`config.mk`:
```
export PLATFORM = sky130hd
export DESIGN_NAME = cache_sys_top
export DESIGN_NICKNAME = d
export VERILOG_FILES = /design/src/cache_sys_pkg.sv /design/src/cache_front.sv /design/src/cache_core.sv /design/src/cache_ctrl.sv /design/src/cache_mem_port.sv /design/src/cache_sys_top.sv
export VERILOG_INCLUDE_DIRS = /design/src
export SDC_FILE = /design/constraint.sdc
export NUM_CORES = 1
export LEC_CHECK = 0
export BUFFER_PORTS_ARGS = -buffer_cell sky130_fd_sc_hd__buf_4
export CAP_MARGIN = 20
export CORE_UTILIZATION = 43
export DETAILED_ROUTE_END_ITERATION = 6
export PLACE_DENSITY = 0.61
export SLEW_MARGIN = 25
export SYNTH_ARGS = -nofsm -noshare
export SYNTH_HDL_FRONTEND = slang
export SYNTH_SLANG_ARGS = --single-unit
```
`constraint.sdc`:
```
create_clock -name clk_i -period 7.1 [get_ports clk_i]
set_input_delay 0.71 -clock clk_i [delete_from_list [all_inputs] [get_ports clk_i]]
set_output_delay 0.71 -clock clk_i [all_outputs]
set_load 0.01 [all_outputs]
```
`src/cache_sys_macros.svh`:
```
`ifndef CACHE_SYS_MACROS_SVH
`define CACHE_SYS_MACROS_SVH

// word addressed, so one address per 32-bit word
`define CACHE_ADDR_W 16
`define CACHE_DATA_W 32

`define CACHE_IDX_W 4
`define CACHE_LINES (1 << `CACHE_IDX_W)
// the top address bit picks the control region and is not part of the tag
`define CACHE_TAG_W (`CACHE_ADDR_W - `CACHE_IDX_W - 1)

`define CACHE_OFS_W 3

// control region offsets
`define CACHE_RW_HIT_OFS     3'd0
`define CACHE_RW_MISS_OFS    3'd1
`define CACHE_READ_HIT_OFS   3'd2
`define CACHE_READ_MISS_OFS  3'd3
`define CACHE_WRITE_HIT_OFS  3'd4
`define CACHE_WRITE_MISS_OFS 3'd5
`define CACHE_RST_CNT_OFS    3'd6
`define CACHE_INVALIDATE_OFS 3'd7

// returned at any control address with bits set above the offset
`define CACHE_VERSION 32'h0001_0200

`endif

```
`src/cache_sys_pkg.sv`:
```
`include "cache_sys_macros.svh"

package cache_sys_pkg;

  typedef logic [`CACHE_ADDR_W-1:0] addr_t;
  typedef logic [`CACHE_DATA_W-1:0] data_t; // also the counter width
  typedef logic [`CACHE_IDX_W-1:0] idx_t;
  typedef logic [`CACHE_TAG_W-1:0] tag_t;
  typedef logic [`CACHE_OFS_W-1:0] ofs_t;

  typedef enum logic [1:0] {
    core_idle,
    core_lookup,
    core_fetch,
    core_write_thru
  } core_state_t;

  // which target the front is waiting on
  typedef enum logic [1:0] {
    front_idle,
    front_wait_core,
    front_wait_ctrl
  } front_state_t;

endpackage

```
`src/cache_front.sv`:
```
`timescale 1ns/100ps
`include "cache_sys_macros.svh"

module cache_front (
  input  logic                 clk_i,
  input  logic                 arst_i,
  input  logic                 req_i,
  input  logic                 we_i,
  input  cache_sys_pkg::addr_t addr_i,
  input  cache_sys_pkg::data_t wdata_i,
  input  logic                 core_ack_i,
  input  cache_sys_pkg::data_t core_rdata_i,
  input  logic                 ctrl_ack_i,
  input  cache_sys_pkg::data_t ctrl_rdata_i,
  output logic                 ack_o,
  output cache_sys_pkg::data_t rdata_o,
  output logic                 core_req_o,
  output logic                 core_we_o,
  output cache_sys_pkg::addr_t core_addr_o,
  output cache_sys_pkg::data_t core_wdata_o,
  output logic                 ctrl_req_o,
  output cache_sys_pkg::addr_t ctrl_addr_o
);
  import cache_sys_pkg::*;

  front_state_t state_q;
  addr_t        addr_q;
  logic         ctrl_sel;
  logic         accept;

  assign ctrl_sel = addr_i[`CACHE_ADDR_W-1]; // region bit is only decoded here
  assign accept   = req_i && (state_q == front_idle);

  assign core_addr_o = addr_q;
  assign ctrl_addr_o = addr_q;

  always_ff @(posedge clk_i or posedge arst_i) begin
    if (arst_i) begin
      state_q    <= front_idle;
      core_req_o <= 1'b0;
      ctrl_req_o <= 1'b0;
      ack_o      <= 1'b0;
      rdata_o    <= '0;
    end else begin
      core_req_o <= 1'b0;
      ctrl_req_o <= 1'b0;
      ack_o      <= 1'b0;
      case (state_q)
        front_idle: begin
          if (accept) begin
            if (ctrl_sel) begin
              ctrl_req_o <= 1'b1;
              state_q    <= front_wait_ctrl;
            end else begin
              core_req_o <= 1'b1;
              state_q    <= front_wait_core;
            end
          end
        end
        front_wait_core: begin
          if (core_ack_i) begin
            ack_o   <= 1'b1;
            rdata_o <= core_we_o ? '0 : core_rdata_i; // writes answer zero
            state_q <= front_idle;
          end
        end
        front_wait_ctrl: begin
          if (ctrl_ack_i) begin
            ack_o   <= 1'b1;
            rdata_o <= ctrl_rdata_i;
            state_q <= front_idle;
          end
        end
        default: state_q <= front_idle;
      endcase
    end
  end

  always_ff @(posedge clk_i) begin
    if (accept) begin
      core_we_o    <= we_i;
      addr_q       <= addr_i;
      core_wdata_o <= wdata_i;
    end
  end

endmodule

```
`src/cache_core.sv`:
```
`timescale 1ns/100ps
`include "cache_sys_macros.svh"

module cache_core (
  input  logic                 clk_i,
  input  logic                 arst_i,
  input  logic                 core_req_i,
  input  logic                 core_we_i,
  input  cache_sys_pkg::addr_t core_addr_i,
  input  cache_sys_pkg::data_t core_wdata_i,
  input  logic                 invalidate_i,
  input  logic                 mp_done_i,
  input  cache_sys_pkg::data_t mp_rdata_i,
  output logic                 core_ack_o,
  output cache_sys_pkg::data_t core_rdata_o,
  output logic                 read_hit_o,
  output logic                 read_miss_o,
  output logic                 write_hit_o,
  output logic                 write_miss_o,
  output logic                 mp_req_o,
  output logic                 mp_we_o,
  output cache_sys_pkg::addr_t mp_addr_o,
  output cache_sys_pkg::data_t mp_wdata_o
);
  import cache_sys_pkg::*;

  core_state_t state_q;

  logic [`CACHE_LINES-1:0] valid_q;
  tag_t                    tag_mem [`CACHE_LINES];
  data_t                   data_mem [`CACHE_LINES];

  idx_t req_idx;
  tag_t req_tag;
  idx_t fill_idx;
  tag_t fill_tag;
  logic hit;
  logic accept;
  logic fill;

  assign req_idx = core_addr_i[`CACHE_IDX_W-1:0];
  assign req_tag = core_addr_i[`CACHE_ADDR_W-2:`CACHE_IDX_W];

  // the pending request address doubles as the fill address
  assign fill_idx = mp_addr_o[`CACHE_IDX_W-1:0];
  assign fill_tag = mp_addr_o[`CACHE_ADDR_W-2:`CACHE_IDX_W];

  assign hit    = valid_q[req_idx] && (tag_mem[req_idx] == req_tag);
  assign accept = core_req_i && (state_q == core_idle);
  assign fill   = mp_done_i && (state_q == core_fetch);

  always_ff @(posedge clk_i or posedge arst_i) begin
    if (arst_i) begin
      state_q      <= core_idle;
      core_ack_o   <= 1'b0;
      mp_req_o     <= 1'b0;
      mp_we_o      <= 1'b0;
      read_hit_o   <= 1'b0;
      read_miss_o  <= 1'b0;
      write_hit_o  <= 1'b0;
      write_miss_o <= 1'b0;
    end else begin
      core_ack_o   <= 1'b0;
      mp_req_o     <= 1'b0;
      read_hit_o   <= 1'b0;
      read_miss_o  <= 1'b0;
      write_hit_o  <= 1'b0;
      write_miss_o <= 1'b0;
      case (state_q)
        core_idle: begin
          if (accept) begin
            // exactly one event per access, flagged as the tags are compared
            read_hit_o   <= !core_we_i && hit;
            read_miss_o  <= !core_we_i && !hit;
            write_hit_o  <= core_we_i && hit;
            write_miss_o <= core_we_i && !hit;
            if (!core_we_i && hit) begin
              core_ack_o <= 1'b1;
            end else begin
              mp_req_o <= 1'b1;
              mp_we_o  <= core_we_i;
              state_q  <= core_lookup;
            end
          end
        end
        // mp_req_o is high in this cycle
        core_lookup: state_q <= mp_we_o ? core_write_thru : core_fetch;
        core_fetch: begin
          if (mp_done_i) begin
            core_ack_o <= 1'b1;
            state_q    <= core_idle;
          end
        end
        core_write_thru: begin
          if (mp_done_i) begin
            core_ack_o <= 1'b1;
            state_q    <= core_idle;
          end
        end
        default: state_q <= core_idle;
      endcase
    end
  end

  always_ff @(posedge clk_i or posedge arst_i) begin
    if (arst_i) begin
      valid_q <= '0;
    end else if (invalidate_i) begin
      valid_q <= '0;
    end else if (fill) begin
      valid_q[fill_idx] <= 1'b1;
    end
  end

  always_ff @(posedge clk_i) begin
    if (accept) begin
      mp_addr_o  <= core_addr_i;
      mp_wdata_o <= core_wdata_i;
      if (hit) begin
        if (core_we_i) begin
          data_mem[req_idx] <= core_wdata_i; // memory still gets the write
        end else begin
          core_rdata_o <= data_mem[req_idx];
        end
      end
    end
    if (fill) begin
      tag_mem[fill_idx]  <= fill_tag;
      data_mem[fill_idx] <= mp_rdata_i;
      core_rdata_o       <= mp_rdata_i;
    end
  end

endmodule

```
`src/cache_ctrl.sv`:
```
`timescale 1ns/100ps
`include "cache_sys_macros.svh"

module cache_ctrl (
  input  logic                 clk_i,
  input  logic                 arst_i,
  input  logic                 ctrl_req_i,
  input  cache_sys_pkg::addr_t ctrl_addr_i,
  input  logic                 read_hit_i,
  input  logic                 read_miss_i,
  input  logic                 write_hit_i,
  input  logic                 write_miss_i,
  output logic                 ctrl_ack_o,
  output cache_sys_pkg::data_t ctrl_rdata_o,
  output logic                 invalidate_o
);
  import cache_sys_pkg::*;

  data_t rd_hit_cnt;
  data_t rd_miss_cnt;
  data_t wr_hit_cnt;
  data_t wr_miss_cnt;
  data_t hit_sum;
  data_t miss_sum;
  data_t view;
  ofs_t  ofs;
  logic  upper_zero;
  logic  clear_cnt;

  assign ofs        = ctrl_addr_i[`CACHE_OFS_W-1:0];
  assign upper_zero = (ctrl_addr_i[`CACHE_ADDR_W-2:`CACHE_OFS_W] == '0);
  assign clear_cnt  = ctrl_req_i && upper_zero && (ofs == `CACHE_RST_CNT_OFS);

  assign hit_sum  = rd_hit_cnt + wr_hit_cnt;
  assign miss_sum = rd_miss_cnt + wr_miss_cnt;

  // counters wrap, and a clear never meets an event since only one request is in flight
  always_ff @(posedge clk_i or posedge arst_i) begin
    if (arst_i) begin
      rd_hit_cnt  <= '0;
      rd_miss_cnt <= '0;
      wr_hit_cnt  <= '0;
      wr_miss_cnt <= '0;
    end else if (clear_cnt) begin
      rd_hit_cnt  <= '0;
      rd_miss_cnt <= '0;
      wr_hit_cnt  <= '0;
      wr_miss_cnt <= '0;
    end else begin
      if (read_hit_i) rd_hit_cnt <= rd_hit_cnt + 1'b1;
      if (read_miss_i) rd_miss_cnt <= rd_miss_cnt + 1'b1;
      if (write_hit_i) wr_hit_cnt <= wr_hit_cnt + 1'b1;
      if (write_miss_i) wr_miss_cnt <= wr_miss_cnt + 1'b1;
    end
  end

  always_comb begin
    view = `CACHE_VERSION;
    if (upper_zero) begin
      case (ofs)
        `CACHE_RW_HIT_OFS:     view = hit_sum;
        `CACHE_RW_MISS_OFS:    view = miss_sum;
        `CACHE_READ_HIT_OFS:   view = rd_hit_cnt;
        `CACHE_READ_MISS_OFS:  view = rd_miss_cnt;
        `CACHE_WRITE_HIT_OFS:  view = wr_hit_cnt;
        `CACHE_WRITE_MISS_OFS: view = wr_miss_cnt;
        default:               view = '0; // the two actions read as zero
      endcase
    end
  end

  always_ff @(posedge clk_i or posedge arst_i) begin
    if (arst_i) begin
      ctrl_ack_o   <= 1'b0;
      invalidate_o <= 1'b0;
    end else begin
      ctrl_ack_o   <= ctrl_req_i;
      invalidate_o <= ctrl_req_i && upper_zero && (ofs == `CACHE_INVALIDATE_OFS);
    end
  end

  always_ff @(posedge clk_i) begin
    if (ctrl_req_i) ctrl_rdata_o <= view;
  end

endmodule

```
`src/cache_mem_port.sv`:
```
`timescale 1ns/100ps

module cache_mem_port (
  input  logic                 clk_i,
  input  logic                 arst_i,
  input  logic                 mp_req_i,
  input  logic                 mp_we_i,
  input  cache_sys_pkg::addr_t mp_addr_i,
  input  cache_sys_pkg::data_t mp_wdata_i,
  input  logic                 mem_ack_i,
  input  cache_sys_pkg::data_t mem_rdata_i,
  output logic                 mp_done_o,
  output cache_sys_pkg::data_t mp_rdata_o,
  output logic                 mem_req_o,
  output logic                 mem_we_o,
  output cache_sys_pkg::addr_t mem_addr_o,
  output cache_sys_pkg::data_t mem_wdata_o
);
  import cache_sys_pkg::*;

  logic mem_done;

  // an ack only counts while a request is on the pins
  assign mem_done = mem_req_o && mem_ack_i;

  always_ff @(posedge clk_i or posedge arst_i) begin
    if (arst_i) begin
      mem_req_o <= 1'b0;
      mem_we_o  <= 1'b0;
      mp_done_o <= 1'b0;
    end else begin
      mp_done_o <= mem_done;
      if (mp_req_i) begin
        mem_req_o <= 1'b1;
        mem_we_o  <= mp_we_i;
      end else if (mem_done) begin
        mem_req_o <= 1'b0;
        mem_we_o  <= 1'b0;
      end
    end
  end

  // address and data stay stable for as long as the request is held
  always_ff @(posedge clk_i) begin
    if (mp_req_i) begin
      mem_addr_o  <= mp_addr_i;
      mem_wdata_o <= mp_wdata_i;
    end
    if (mem_done) begin
      mp_rdata_o <= mem_rdata_i;
    end
  end

endmodule

```
`src/cache_sys_top.sv`:
```
`timescale 1ns/100ps

module cache_sys_top (
  input  logic                 clk_i,
  input  logic                 arst_i,
  input  logic                 req_i,
  input  logic                 we_i,
  input  cache_sys_pkg::addr_t addr_i,
  input  cache_sys_pkg::data_t wdata_i,
  output logic                 ack_o,
  output cache_sys_pkg::data_t rdata_o,
  output logic                 mem_req_o,
  output logic                 mem_we_o,
  output cache_sys_pkg::addr_t mem_addr_o,
  output cache_sys_pkg::data_t mem_wdata_o,
  input  logic                 mem_ack_i,
  input  cache_sys_pkg::data_t mem_rdata_i
);
  import cache_sys_pkg::*;

  logic  core_req;
  logic  core_we;
  addr_t core_addr;
  data_t core_wdata;
  logic  core_ack;
  data_t core_rdata;
  logic  ctrl_req;
  addr_t ctrl_addr;
  logic  ctrl_ack;
  data_t ctrl_rdata;
  logic  read_hit;
  logic  read_miss;
  logic  write_hit;
  logic  write_miss;
  logic  invalidate;
  logic  mp_req;
  logic  mp_we;
  addr_t mp_addr;
  data_t mp_wdata;
  logic  mp_done;
  data_t mp_rdata;

  cache_front u_front (
    .clk_i        (clk_i),
    .arst_i       (arst_i),
    .req_i        (req_i),
    .we_i         (we_i),
    .addr_i       (addr_i),
    .wdata_i      (wdata_i),
    .core_ack_i   (core_ack),
    .core_rdata_i (core_rdata),
    .ctrl_ack_i   (ctrl_ack),
    .ctrl_rdata_i (ctrl_rdata),
    .ack_o        (ack_o),
    .rdata_o      (rdata_o),
    .core_req_o   (core_req),
    .core_we_o    (core_we),
    .core_addr_o  (core_addr),
    .core_wdata_o (core_wdata),
    .ctrl_req_o   (ctrl_req),
    .ctrl_addr_o  (ctrl_addr)
  );

  cache_core u_core (
    .clk_i        (clk_i),
    .arst_i       (arst_i),
    .core_req_i   (core_req),
    .core_we_i    (core_we),
    .core_addr_i  (core_addr),
    .core_wdata_i (core_wdata),
    .invalidate_i (invalidate),
    .mp_done_i    (mp_done),
    .mp_rdata_i   (mp_rdata),
    .core_ack_o   (core_ack),
    .core_rdata_o (core_rdata),
    .read_hit_o   (read_hit),
    .read_miss_o  (read_miss),
    .write_hit_o  (write_hit),
    .write_miss_o (write_miss),
    .mp_req_o     (mp_req),
    .mp_we_o      (mp_we),
    .mp_addr_o    (mp_addr),
    .mp_wdata_o   (mp_wdata)
  );

  cache_ctrl u_ctrl (
    .clk_i        (clk_i),
    .arst_i       (arst_i),
    .ctrl_req_i   (ctrl_req),
    .ctrl_addr_i  (ctrl_addr),
    .read_hit_i   (read_hit),
    .read_miss_i  (read_miss),
    .write_hit_i  (write_hit),
    .write_miss_i (write_miss),
    .ctrl_ack_o   (ctrl_ack),
    .ctrl_rdata_o (ctrl_rdata),
    .invalidate_o (invalidate)
  );

  cache_mem_port u_mem_port (
    .clk_i       (clk_i),
    .arst_i      (arst_i),
    .mp_req_i    (mp_req),
    .mp_we_i     (mp_we),
    .mp_addr_i   (mp_addr),
    .mp_wdata_i  (mp_wdata),
    .mem_ack_i   (mem_ack_i),
    .mem_rdata_i (mem_rdata_i),
    .mp_done_o   (mp_done),
    .mp_rdata_o  (mp_rdata),
    .mem_req_o   (mem_req_o),
    .mem_we_o    (mem_we_o),
    .mem_addr_o  (mem_addr_o),
    .mem_wdata_o (mem_wdata_o)
  );

endmodule

```
# Word-level counts from Yosys, hierarchy flattened
# Memories as Yosys holds them, arrays and structs flattened. A register that Yosys moved wholly into a read port is not among the register bits.
# Index checks and enable logic that the tools add are counted.
[op_classes] n_addsub=6 mul=0 div=0 order_cmp=3 eq_ne=20 shift=0 n_mux=71 bitwise_logic=2 reduce_logical=35
[op_table] op="2-to-1 mux 32 bit" count=16
[op_table] op="case mux 32 bit (6 select lines)" count=1
[op_table] op="adder 32 x 1 -> 32 bit (second input constant)" count=4
[op_table] op="adder 32 bit" count=2
[op_table] op="case mux 32 bit (2 select lines)" count=1
[op_table] op="2-to-1 mux 1 bit" count=35
[op_table] op="2-to-1 mux 16 bit" count=2
[op_table] op="OR reduction 32 bit" count=1
[op_table] op="nonzero test 2 bit" count=9
[op_table] op="bitwise OR 16 bit" count=1
[op_table] op="AND reduction 3 bit" count=5
[op_table] op="2-to-1 mux 2 bit" count=7
[op_table] op="logical AND 1 bit" count=13
[op_table] op="== test 3 bit (second input constant)" count=4
[op_table] op="zero test 12 bit" count=1
[op_table] op="2-to-1 mux 4 bit" count=3
[op_table] op="!= test 2 x 1 -> 1 bit (second input constant)" count=6
[op_table] op="case mux 2 bit (3 select lines)" count=2
[op_table] op="== test 11 bit" count=1
[op_table] op="less-than comparator 4 x 5 -> 1 bit (second input constant)" count=2
[op_table] op="== test 2 bit (second input constant)" count=3
[op_table] op="== test 3 x 2 -> 1 bit (second input constant)" count=2
[op_table] op="binary-select mux 1 bit (select 4 bit)" count=1
[op_table] op="demux 1 bit (select 4 bit)" count=1
[op_table] op="other kinds (10)" count=14
[word_totals] register_bits=436 latch_bits=0 mem_bits_rw=688 rom_bits=0 input_bits=85 out_inout_bits=83 elab_cells=172 n_memories=2
[memory_table] memory="u_core.data_mem" depth=16 width=32 rd=1 rd_ports_with_merged_regs=1 wr=1 line="cache_core.sv:31" rtl="data_t data_mem [`CACHE_LINES];"
[memory_table] memory="u_core.tag_mem" depth=16 width=11 rd=1 rd_ports_with_merged_regs=1 wr=1 line="cache_core.sv:30" rtl="tag_t tag_mem [`CACHE_LINES];"

# Depth between registers and ports, before layout
# Gate-level depths: netlist of the first run.
[depth] word_depth=7 mapped_depth=13 mapped_depth_nobuf=13

# By module
# Synthesis of the first run repeated with hierarchy kept, for this count alone.
[hier_totals] hier_cells=3082 hier_area_um2=48201.2
[by_module_without_submodules] module="cache_core" instances=1 cells_per_inst=1471 area_each_um2=30561.8 seq_area_each_um2=23687.7
[by_module_without_submodules] module="cache_ctrl" instances=1 cells_per_inst=1316 area_each_um2=11561.1 seq_area_each_um2=4214.0
[by_module_without_submodules] module="cache_front" instances=1 cells_per_inst=205 area_each_um2=3557.2 seq_area_each_um2=2397.3
[by_module_without_submodules] module="cache_mem_port" instances=1 cells_per_inst=90 area_each_um2=2521.2 seq_area_each_um2=2477.4

# Worst setup path before layout of the first run
# No wires, ideal clock.
[synth_timing] kind="flip-flop to flip-flop" start="register u_core.state_q[0]" end="memory u_core.data_mem[7][0] (netlist bit) (enable)" arrival_ns=4.627 t_required_ns=6.679 slack_ns=2.052 stages_incl_launch_ff=8 n_path_buf=0 period_less_slack_ns=5.048 path_cell_list="dfrtp_1 -> nor2_1 -> and2_0 -> nand2_1 -> nor4_4 -> nand3_1 -> and2_4 -> nor2_1"
[synth_lines] item="start, declared" line="cache_core.sv:27" rtl="core_state_t state_q;"
[synth_lines] item="start signal, assigned" line="cache_core.sv:54" rtl="state_q <= core_idle;"
[synth_lines] item="start signal, assigned" line="cache_core.sv:82" rtl="state_q <= core_lookup;"
[synth_lines] item="start signal, assigned" line="cache_core.sv:87" rtl="core_lookup: state_q <= mp_we_o ? core_write_thru : core_fetch;"
[synth_lines] item="zero test 2 bit" line="cache_core.sv:49" rtl="assign accept = core_req_i && (state_q == core_idle);"
[synth_lines] item="logical AND 1 bit" line="cache_core.sv:49"
[synth_lines] item="named net u_core.accept" line="cache_core.sv:38" rtl="logic accept;"
[synth_lines] item="2-to-1 mux 1 bit" line="cache_core.sv:116" rtl="if (accept) begin"
[synth_lines] item="2-to-1 mux 1 bit (implied by the code)" line="cache_core.sv:121" rtl="data_mem[req_idx] <= core_wdata_i;"
[synth_lines] item="2-to-1 mux 1 bit (no source line)"
[synth_lines] item="end, declared" line="cache_core.sv:31"
# The timed path passes the listed nets, and every way through them passes these cells.

==> run metrics, run 1 <==
Slew Viols, Final 0; drt drc 0; commonest non-fill, non-tap cell in the layout edfxtp_1; most frequent cells in the layout edfxtp_1, nand2_1, mux4_2, nor2_1, buf_4; setup TNS 0 ps; Die Footprint 0.1109 mm²; Slew @ Worst Pin 1106 ps; number of hold buffers added after CTS 0; CTS resizes 0; clock slew seen by the registers of the worst setup and hold paths 60 ps; Peak VDD IR 0.0002240 V; Lkg Pwr 19.47 nW; Slew headroom 26.18%; crit-path max FO 45; layout cells sized above 1 20.30%; gr usage total 21.48%; Fin. Hold Viols 0; part of the Yosys area used for sequential elements 69.76%; Vias 27146; period utilization 71.59%; first-pass GRT wire length 177600 µm; Site Rows 121; met1 Track Usage GR 31.19%; initial DRC count 2886; WS Path Type reg -> reg; setup bufs post-CTS 0; post-DR wirelength/cell 25.34 µm; # setup viols final 0; R2R depth 10; Fillers 8949; total gr overflow 0; status completed; syn avg cell area 15.87 µm²; Final Wtd Congestion 0.9625; Setup Skew 32.73 ps; crit path time final 5083 ps; post-synthesis cell area 0.04710 mm²; Post-synth EDFFs 929; reg2reg end u_core.data_mem[8][28]; CP max stage delay 920 ps; max cap viols 0; via/cell ratio 5.799; H-tree depth 3; Synthesis Warnings 0; antenna viol nets, final 0; Startpoint Class flop; DRT Pass-1 Iters 7; Die W 333.0 µm; port bufs 167; Worst Slack Setup Final 2017 ps; Num CTS Buffers 115; # clock sinks 1128; Clock Tree Buf Depth 3; GRT busiest layer met2; initial antenna violation count 3; vias in the first global route 27448; async set-or-reset flop fraction in the synthesized netlist 17.29%; CTS tree done; Pwr per Cell Area 312.7 mW/mm²; post-placement setup slack 1962 ps; FMAX 196.7 MHz; worst skew pair latency 690 ps; DP HPWL 77500 µm; nets 3327; Main synth FF type edfxtp_1; layout overhead on the synthesized area 14.83%; grt met3 use 2.968%; met2 Resource Use GR 34.38%; Hold WS 134.0 ps; Starting Density 43.33%; Synth Net Count 3123; IO Count 168; largest net degree at the start of global routing 122; cell count after synthesis 2967; Core Region 0.1087 mm²; synth unique cells 64; slowest CP cell dfxtp_4; die height 333.0 µm; worst path cell trace mux4_2, nor2b_1, a211oi_1, a21oi_1, xnor2_1, nand4_1, nor4_4, a31oi_1, nor2_4, buf_4; Crit. End Element flop; root buffer cell clkbuf_16; Worst EP arrival 5450 ps; #FFs+latches synth 1128; unrepaired setup endpoints after global routing no; routed wire length 118600 µm; CP Data Required Time 7470 ps; Worst R2R Setup Slack 2020 ps; Worst Hold Class in -> async
cell families (layout without fill, tap and decap cells):
kind of cell	after synthesis	count (layout)	synth area share [%]
xor gates and xnor gates	167	167	3.106
DFF	1128	1128	69.76
muxes	225	225	10.55
AOI/OAI and AO/OA	411	411	5.778
and+or+nand+nor	808	808	7.566
other	0	1	0
adders and majority gates	71	71	1.918
buffers and inverters	157	456	1.323
area by class of cell:
cell class                 instances  area, µm²  share of cell area, %
antenna                            1      2.502               0.004627
clock buffer                     144       3082                  5.698
clock inverter                    68      660.6                  1.222
inverter                          34      135.1                 0.2499
multi-input combinational       1682      13910                  25.73
sequential                      1128      32870                  60.78
tap                             1414       1769                  3.271
timing repair buffer             210       1645                  3.042
worst max-delay path: cells and delay by family, from the launching register on:
| kind | cells | cell delay, ps |
|---|---|---|
| flops | 1 | 920 |
| mux | 1 | 580 |
| compound gates | 3 | 830 |
| simple gates | 4 | 1810 |
| xor+xnor | 1 | 250 |
| buf+inv | 1 | 360 |
how the worst max path moves through the flow:
stage	cells after the start	endpoint	slack, ps
final	10	u_core.data_mem[8][28]	2020
after global routing	10	u_core.data_mem[9][17]	1690
after CTS	10	u_core.data_mem[8][22]	1920
after detailed placement	10	u_core.data_mem[8][25]	1960
after global placement	9	u_core.data_mem[1][15]	2040
after floorplan	1	u_core.core_ack_o	1080
synthesized netlist by cell type (5+ instances only):
library cell	instances	area, µm²
edfxtp_1	929	27900
nand2_1	333	1250
nor2_1	239	897.1
mux4_2	217	4887
dfrtp_1	195	4880
xor2_1	104	910.9
clkbuf_1	98	367.9
a22oi_1	93	698.2
o21ai_0	92	460.4
a21oi_1	78	390.4
ha_1	69	863.3
xnor2_1	63	551.8
nand3_1	53	265.3
and3_1	35	219.0
inv_1	34	127.6
nand4_1	32	200.2
a21o_1	30	225.2
or3_1	30	187.7
nor3_1	27	135.1
a221oi_1	21	183.9
a31oi_1	20	125.1
buf_1	18	67.56
nand2b_1	15	93.84
nor2b_1	11	68.82
o21a_1	10	75.07
and2_1	9	56.30
mux2i_1	8	80.08
o211ai_1	7	52.55
a211oi_1	6	45.04
o31ai_1	6	45.04
a211o_1	5	43.79
a22o_1	5	43.79
and4_1	5	43.79
o21bai_1	5	37.54
o22ai_1	5	31.28
or2_2	5	31.28
metal layers:
metal / routed length, µm / part of all wire [%] / vias to the layer above
met5: 0 / 0 / -
met4: 2140 / 1.8 / 0
met3: 7422 / 6.3 / 154
met2: 56670 / 48 / 983
met1: 52400 / 44 / 14097
li1: - / - / 11912
sequential cells by signal (all words and copies together), names as in the netlist, 2 cells and up, named ones only:
name	count
u_ctrl.rd_hit_cnt	32
u_core.state_q	2
u_ctrl.ctrl_rdata_o	32
u_core.mp_addr_o	16
u_front.state_q	2
u_front.core_wdata_o	32
u_mem_port.mem_addr_o	16
u_core.core_rdata_o	32
u_ctrl.wr_hit_cnt	32
u_core.valid_q	16
u_core.data_mem	512
u_ctrl.rd_miss_cnt	32
u_mem_port.mem_wdata_o	32
u_mem_port.mp_rdata_o	32
u_front.rdata_o	32
u_front.core_addr_o	16
u_core.mp_wdata_o	32
u_core.tag_mem	176
u_ctrl.wr_miss_cnt	32
power by group:
part	internal, mW	leakage (nW)	total (mW)	switching, mW
logic	1.26	6.56	2.88	1.62
registers	7.68	11.1	8.01	0.334
clock network	3.48	1.81	6.02	2.54
per-stage QoR:
stage | instances | cell area, µm² | util [%] | total power, mW
after floorplan | 2967 | 47100 | - | 9.976
after global placement | 4464 | 50210 | 46.19 | 11.00
after detailed placement | 4468 | 50310 | 46.28 | 11.07
after CTS | 4680 | 54050 | 49.72 | 17.06
after global routing | 4680 | 54080 | 49.75 | 17.55
final | 4681 | 54080 | 49.75 | 16.91
Note: power is estimated with default switching activity, not from simulation.
==> run 2: changes to the inputs <==
--- a/config.mk
+++ b/config.mk
@@ -6,11 +6,12 @@
 export SDC_FILE = /design/constraint.sdc
 export NUM_CORES = 1
 export LEC_CHECK = 0
+export ABC_AREA = 1
 export BUFFER_PORTS_ARGS = -buffer_cell sky130_fd_sc_hd__buf_4
 export CAP_MARGIN = 20
 export CORE_UTILIZATION = 43
 export DETAILED_ROUTE_END_ITERATION = 6
-export PLACE_DENSITY = 0.61
+export PLACE_DENSITY = 0.63
 export SLEW_MARGIN = 25
 export SYNTH_ARGS = -nofsm -noshare
 export SYNTH_HDL_FRONTEND = slang
==> constraint.sdc (replaced) <==
create_clock -name clk_i -period 4.65 [get_ports clk_i]
set_input_delay 0.465 -clock clk_i [delete_from_list [all_inputs] [get_ports clk_i]]
set_output_delay 0.465 -clock clk_i [all_outputs]
set_load 0.01 [all_outputs]
==> run metrics, run 2 <==
Worst EP arrival 3970 ps (-1480 ps); count leader, synth nand2_1; # clock sinks 1128 (unchanged); port bufs 167 (unchanged); Slew @ Worst Pin 1066 ps (-39.78 ps); layout overhead on the synthesized area 15.85%; Vias 38532 (+42%); Peak VDD IR 0.0004027 V (+80%); max cap viols 0 (unchanged); unrepaired setup endpoints after global routing no; Pint 19.18 mW (+54%); WS Path Type reg -> reg; #FFs+latches synth 1128 (unchanged); Pwr per Cell Area 475.9 mW/mm² (+52%); DRT Pass-1 Iters 6 (-1); max FFs per register 512 (unchanged); commonest non-fill, non-tap cell in the layout nand2_1; layout cells sized above 1 10.07% (-10 points); Starting Density 43.56% (+0.23 points); Sw Pwr 8.883 mW (+97%); gr usage total 26.46% (+5.0 points); Clock Tree Buf Depth 3 (unchanged); routed wire length 160300 µm (+35%); Post-synth EDFFs 929 (unchanged); first-pass GRT wire length 238100 µm (+34%); Comb pwr share 22.1% (+5.0 points); post-synthesis cell area 0.05089 mm² (+8.1%); setup TNS 0 ps (unchanged); CP Data Required Time 5030 ps (-2440 ps); Die Footprint 0.1197 mm² (+8.0%); clock slew seen by the registers of the worst setup and hold paths 60 ps (about the same); Die W 346.0 µm (+3.9%); Largest Register u_core.data_mem; top flop regs u_core.data_mem: 512 flops, u_core.tag_mem: 176 flops; CTS resizes 0 (unchanged); FMAX 279.2 MHz (+42%); Setup Skew 67.77 ps (+35.04 ps); top post-synthesis cells by area edfxtp_1, dfrtp_1, nand2_1, nor2_1, o21ai_0; period utilization 77.02% (+5.4 points); async set-or-reset flop fraction in the synthesized netlist 17.29% (unchanged); antenna viol nets, final 0 (unchanged); ant diodes 0 (-1); largest family of logic cells by synthesized area simple AND/OR/NAND/NOR gates; switch share 31.66% (+5.1 points); top cells by count, synth nand2_1, edfxtp_1, nor2_1; nets 5273 (+58%); die height 346.0 µm (+3.9%); Worst Hold Class in -> reg; largest net degree at the start of global routing 108 (-11%); compound-gate portion of the synthesized area 10.83% (+5.1 points); post-DR wirelength/cell 23.75 µm (-6.3%); Main synth FF type edfxtp_1; syn avg cell area 10.46 µm² (-34%); total gr overflow 0 (unchanged); Core Region 0.1168 mm² (+7.5%); Num CTS Buffers 118 (+2.6%); DP HPWL 106500 µm (+37%); drt drc 0 (unchanged); Crit. End Element flop; Fillers 10502 (+17%); vias in the first global route 37546 (+37%); Final Wtd Congestion 1.009 (+4.8%); dominant cell type by area after synthesis edfxtp_1; Site Rows 125 (+3.3%); Startpoint Class flop; Seq pwr share 43.7% (-3.7 points); worst skew pair latency 770 ps (+80 ps); fin util 50.47% (+0.71 points); synth unique cells 56 (-13%); Slew headroom 28.84% (+2.7 points); Synth Net Count 5020 (+61%); crit path time final 3581 ps (-1501 ps); CTS tree done; post-synthesis mux area share 0% (-11 points); # setup viols final 0 (unchanged); most frequent cells in the layout nand2_1, edfxtp_1, nor2_1, o21ai_0, inv_1; cell count after synthesis 4864 (+64%); Fin. Hold Viols 0 (unchanged); Lkg Pwr 22.28 nW (+14%); Clock power frac 34.3% (-1.3 points); IO Count 168 (unchanged); Pwr Total 28.06 mW (+66%); Synthesis Warnings 0 (unchanged); H-tree depth 3 (unchanged); crit-path max FO 107 (+140%); status completed; initial antenna violation count 4 (+1); Post-Synth Adder-Cell Area 1.775% (-0.14 points); root buffer cell clkbuf_16; xor/xnor cell area share of the yosys netlist 0.5507% (-2.6 points); via/cell ratio 5.711 (-1.5%); Slew Viols, Final 0 (unchanged); initial DRC count 4338 (+50%); share of the synthesized area in the top cell type 54.82% (-4.4 points); part of the Yosys area used for sequential elements 64.56% (-5.2 points); Synth Area in Simple Gates 17.69% (+10 points)
==> run 2: layout make-up <==
cell class | instances | area (µm²) | area share (%)
inverter | 385 | 1465 | 2.485
tap | 1524 | 1907 | 3.234
timing repair buffer | 343 | 2845 | 4.826
clock inverter | 60 | 689.4 | 1.169
clock buffer | 166 | 3294 | 5.588
multi-input combinational | 3141 | 15890 | 26.94
sequential | 1128 | 32870 | 55.76
==> run 2: power by group through the flow <==
stage	Sequential [mW]	Combinational (mW)	Clock, mW
after global routing	12.3	6.80	10.1
after CTS	12.3	6.19	9.75
after floorplan	12.3	3.87	0
after detailed placement	12.5	6.10	0
final	12.3	6.19	9.61
after global placement	12.5	6.02	0
==> run 2: worst paths after layout <==
| path | start | to | slack (ps) | cells past startpoint |
|---|---|---|---|---|
| setup / recovery | flop | u_core.data_mem[3][19] | 1070 | 14 |
| setup reg to reg | flop | u_core.data_mem[3][19] | 1070 | 14 |
| min in group asynchronous | arst_i | u_front.rdata_o[23] | 250 | 3 |
| hold reg to reg | u_core.mp_wdata_o[15] | u_mem_port.mem_wdata_o[15] | 400 | 0 |
| max in group asynchronous | arst_i | u_core.valid_q[7] | 3390 | 5 |
| hold / removal | req_i | u_front.core_req_o | 90 | 3 |
==> run 2: layer usage <==
metal / vias up / GRT usage, % / part of all wire, %
met1: 18849 / 36.59 / 42
li1: 17725 / - / -
met4: 2 / 8.980 / 3.3
met2: 1685 / 42.78 / 47
met5: - / 0 / 0.031
met3: 271 / 3.776 / 7.6
==> run 2: worst max-delay path, cell delays in order, from the launching register on <==
cell and delay [ps]:
dfxtp_4 430, inv_8 470, nand2_1 120, nand2_1 90, nand2_1 50, nand3_1 110
nand3_1 120, nand3_1 140, nand2_1 70, nor2_1 100, nand2_1 100, nor2_4 190
nand3_4 440, a21oi_4 250, buf_4 450
==> run 2: cells by family (layout without fill, tap and decap cells) <==
family	count (synthesis)	after routing
xor+xnor	32	32
flops	1128	1128
simple gates	2123	2123
buf+inv	595	954
compound gates	915	915
fa+ha+maj	71	71
==> run 2: per-stage QoR <==
| stage | worst slack, ps | cell area, µm² | hold slack (ps) | instances |
|---|---|---|---|---|
| after floorplan | 1076 | 50900 | 400.3 | 4864 |
| after global placement | 1149 | 54120 | 400.8 | 6437 |
| after detailed placement | 1097 | 54120 | 405.2 | 6437 |
| after CTS | 1117 | 58940 | 43.48 | 6746 |
| after global routing | 813.2 | 58960 | 62.41 | 6747 |
| final | 1069 | 58960 | 88.90 | 6747 |
==> run 2: repair_timing <==
| item | in CTS | in global routing |
|---|---|---|
| setup endpoints to repair | 0 | 0 |
| hold buffers | 83 | 0 |
| buffers inserted | 0 | 0 |
| hold endpoints to repair | 118 | 0 |
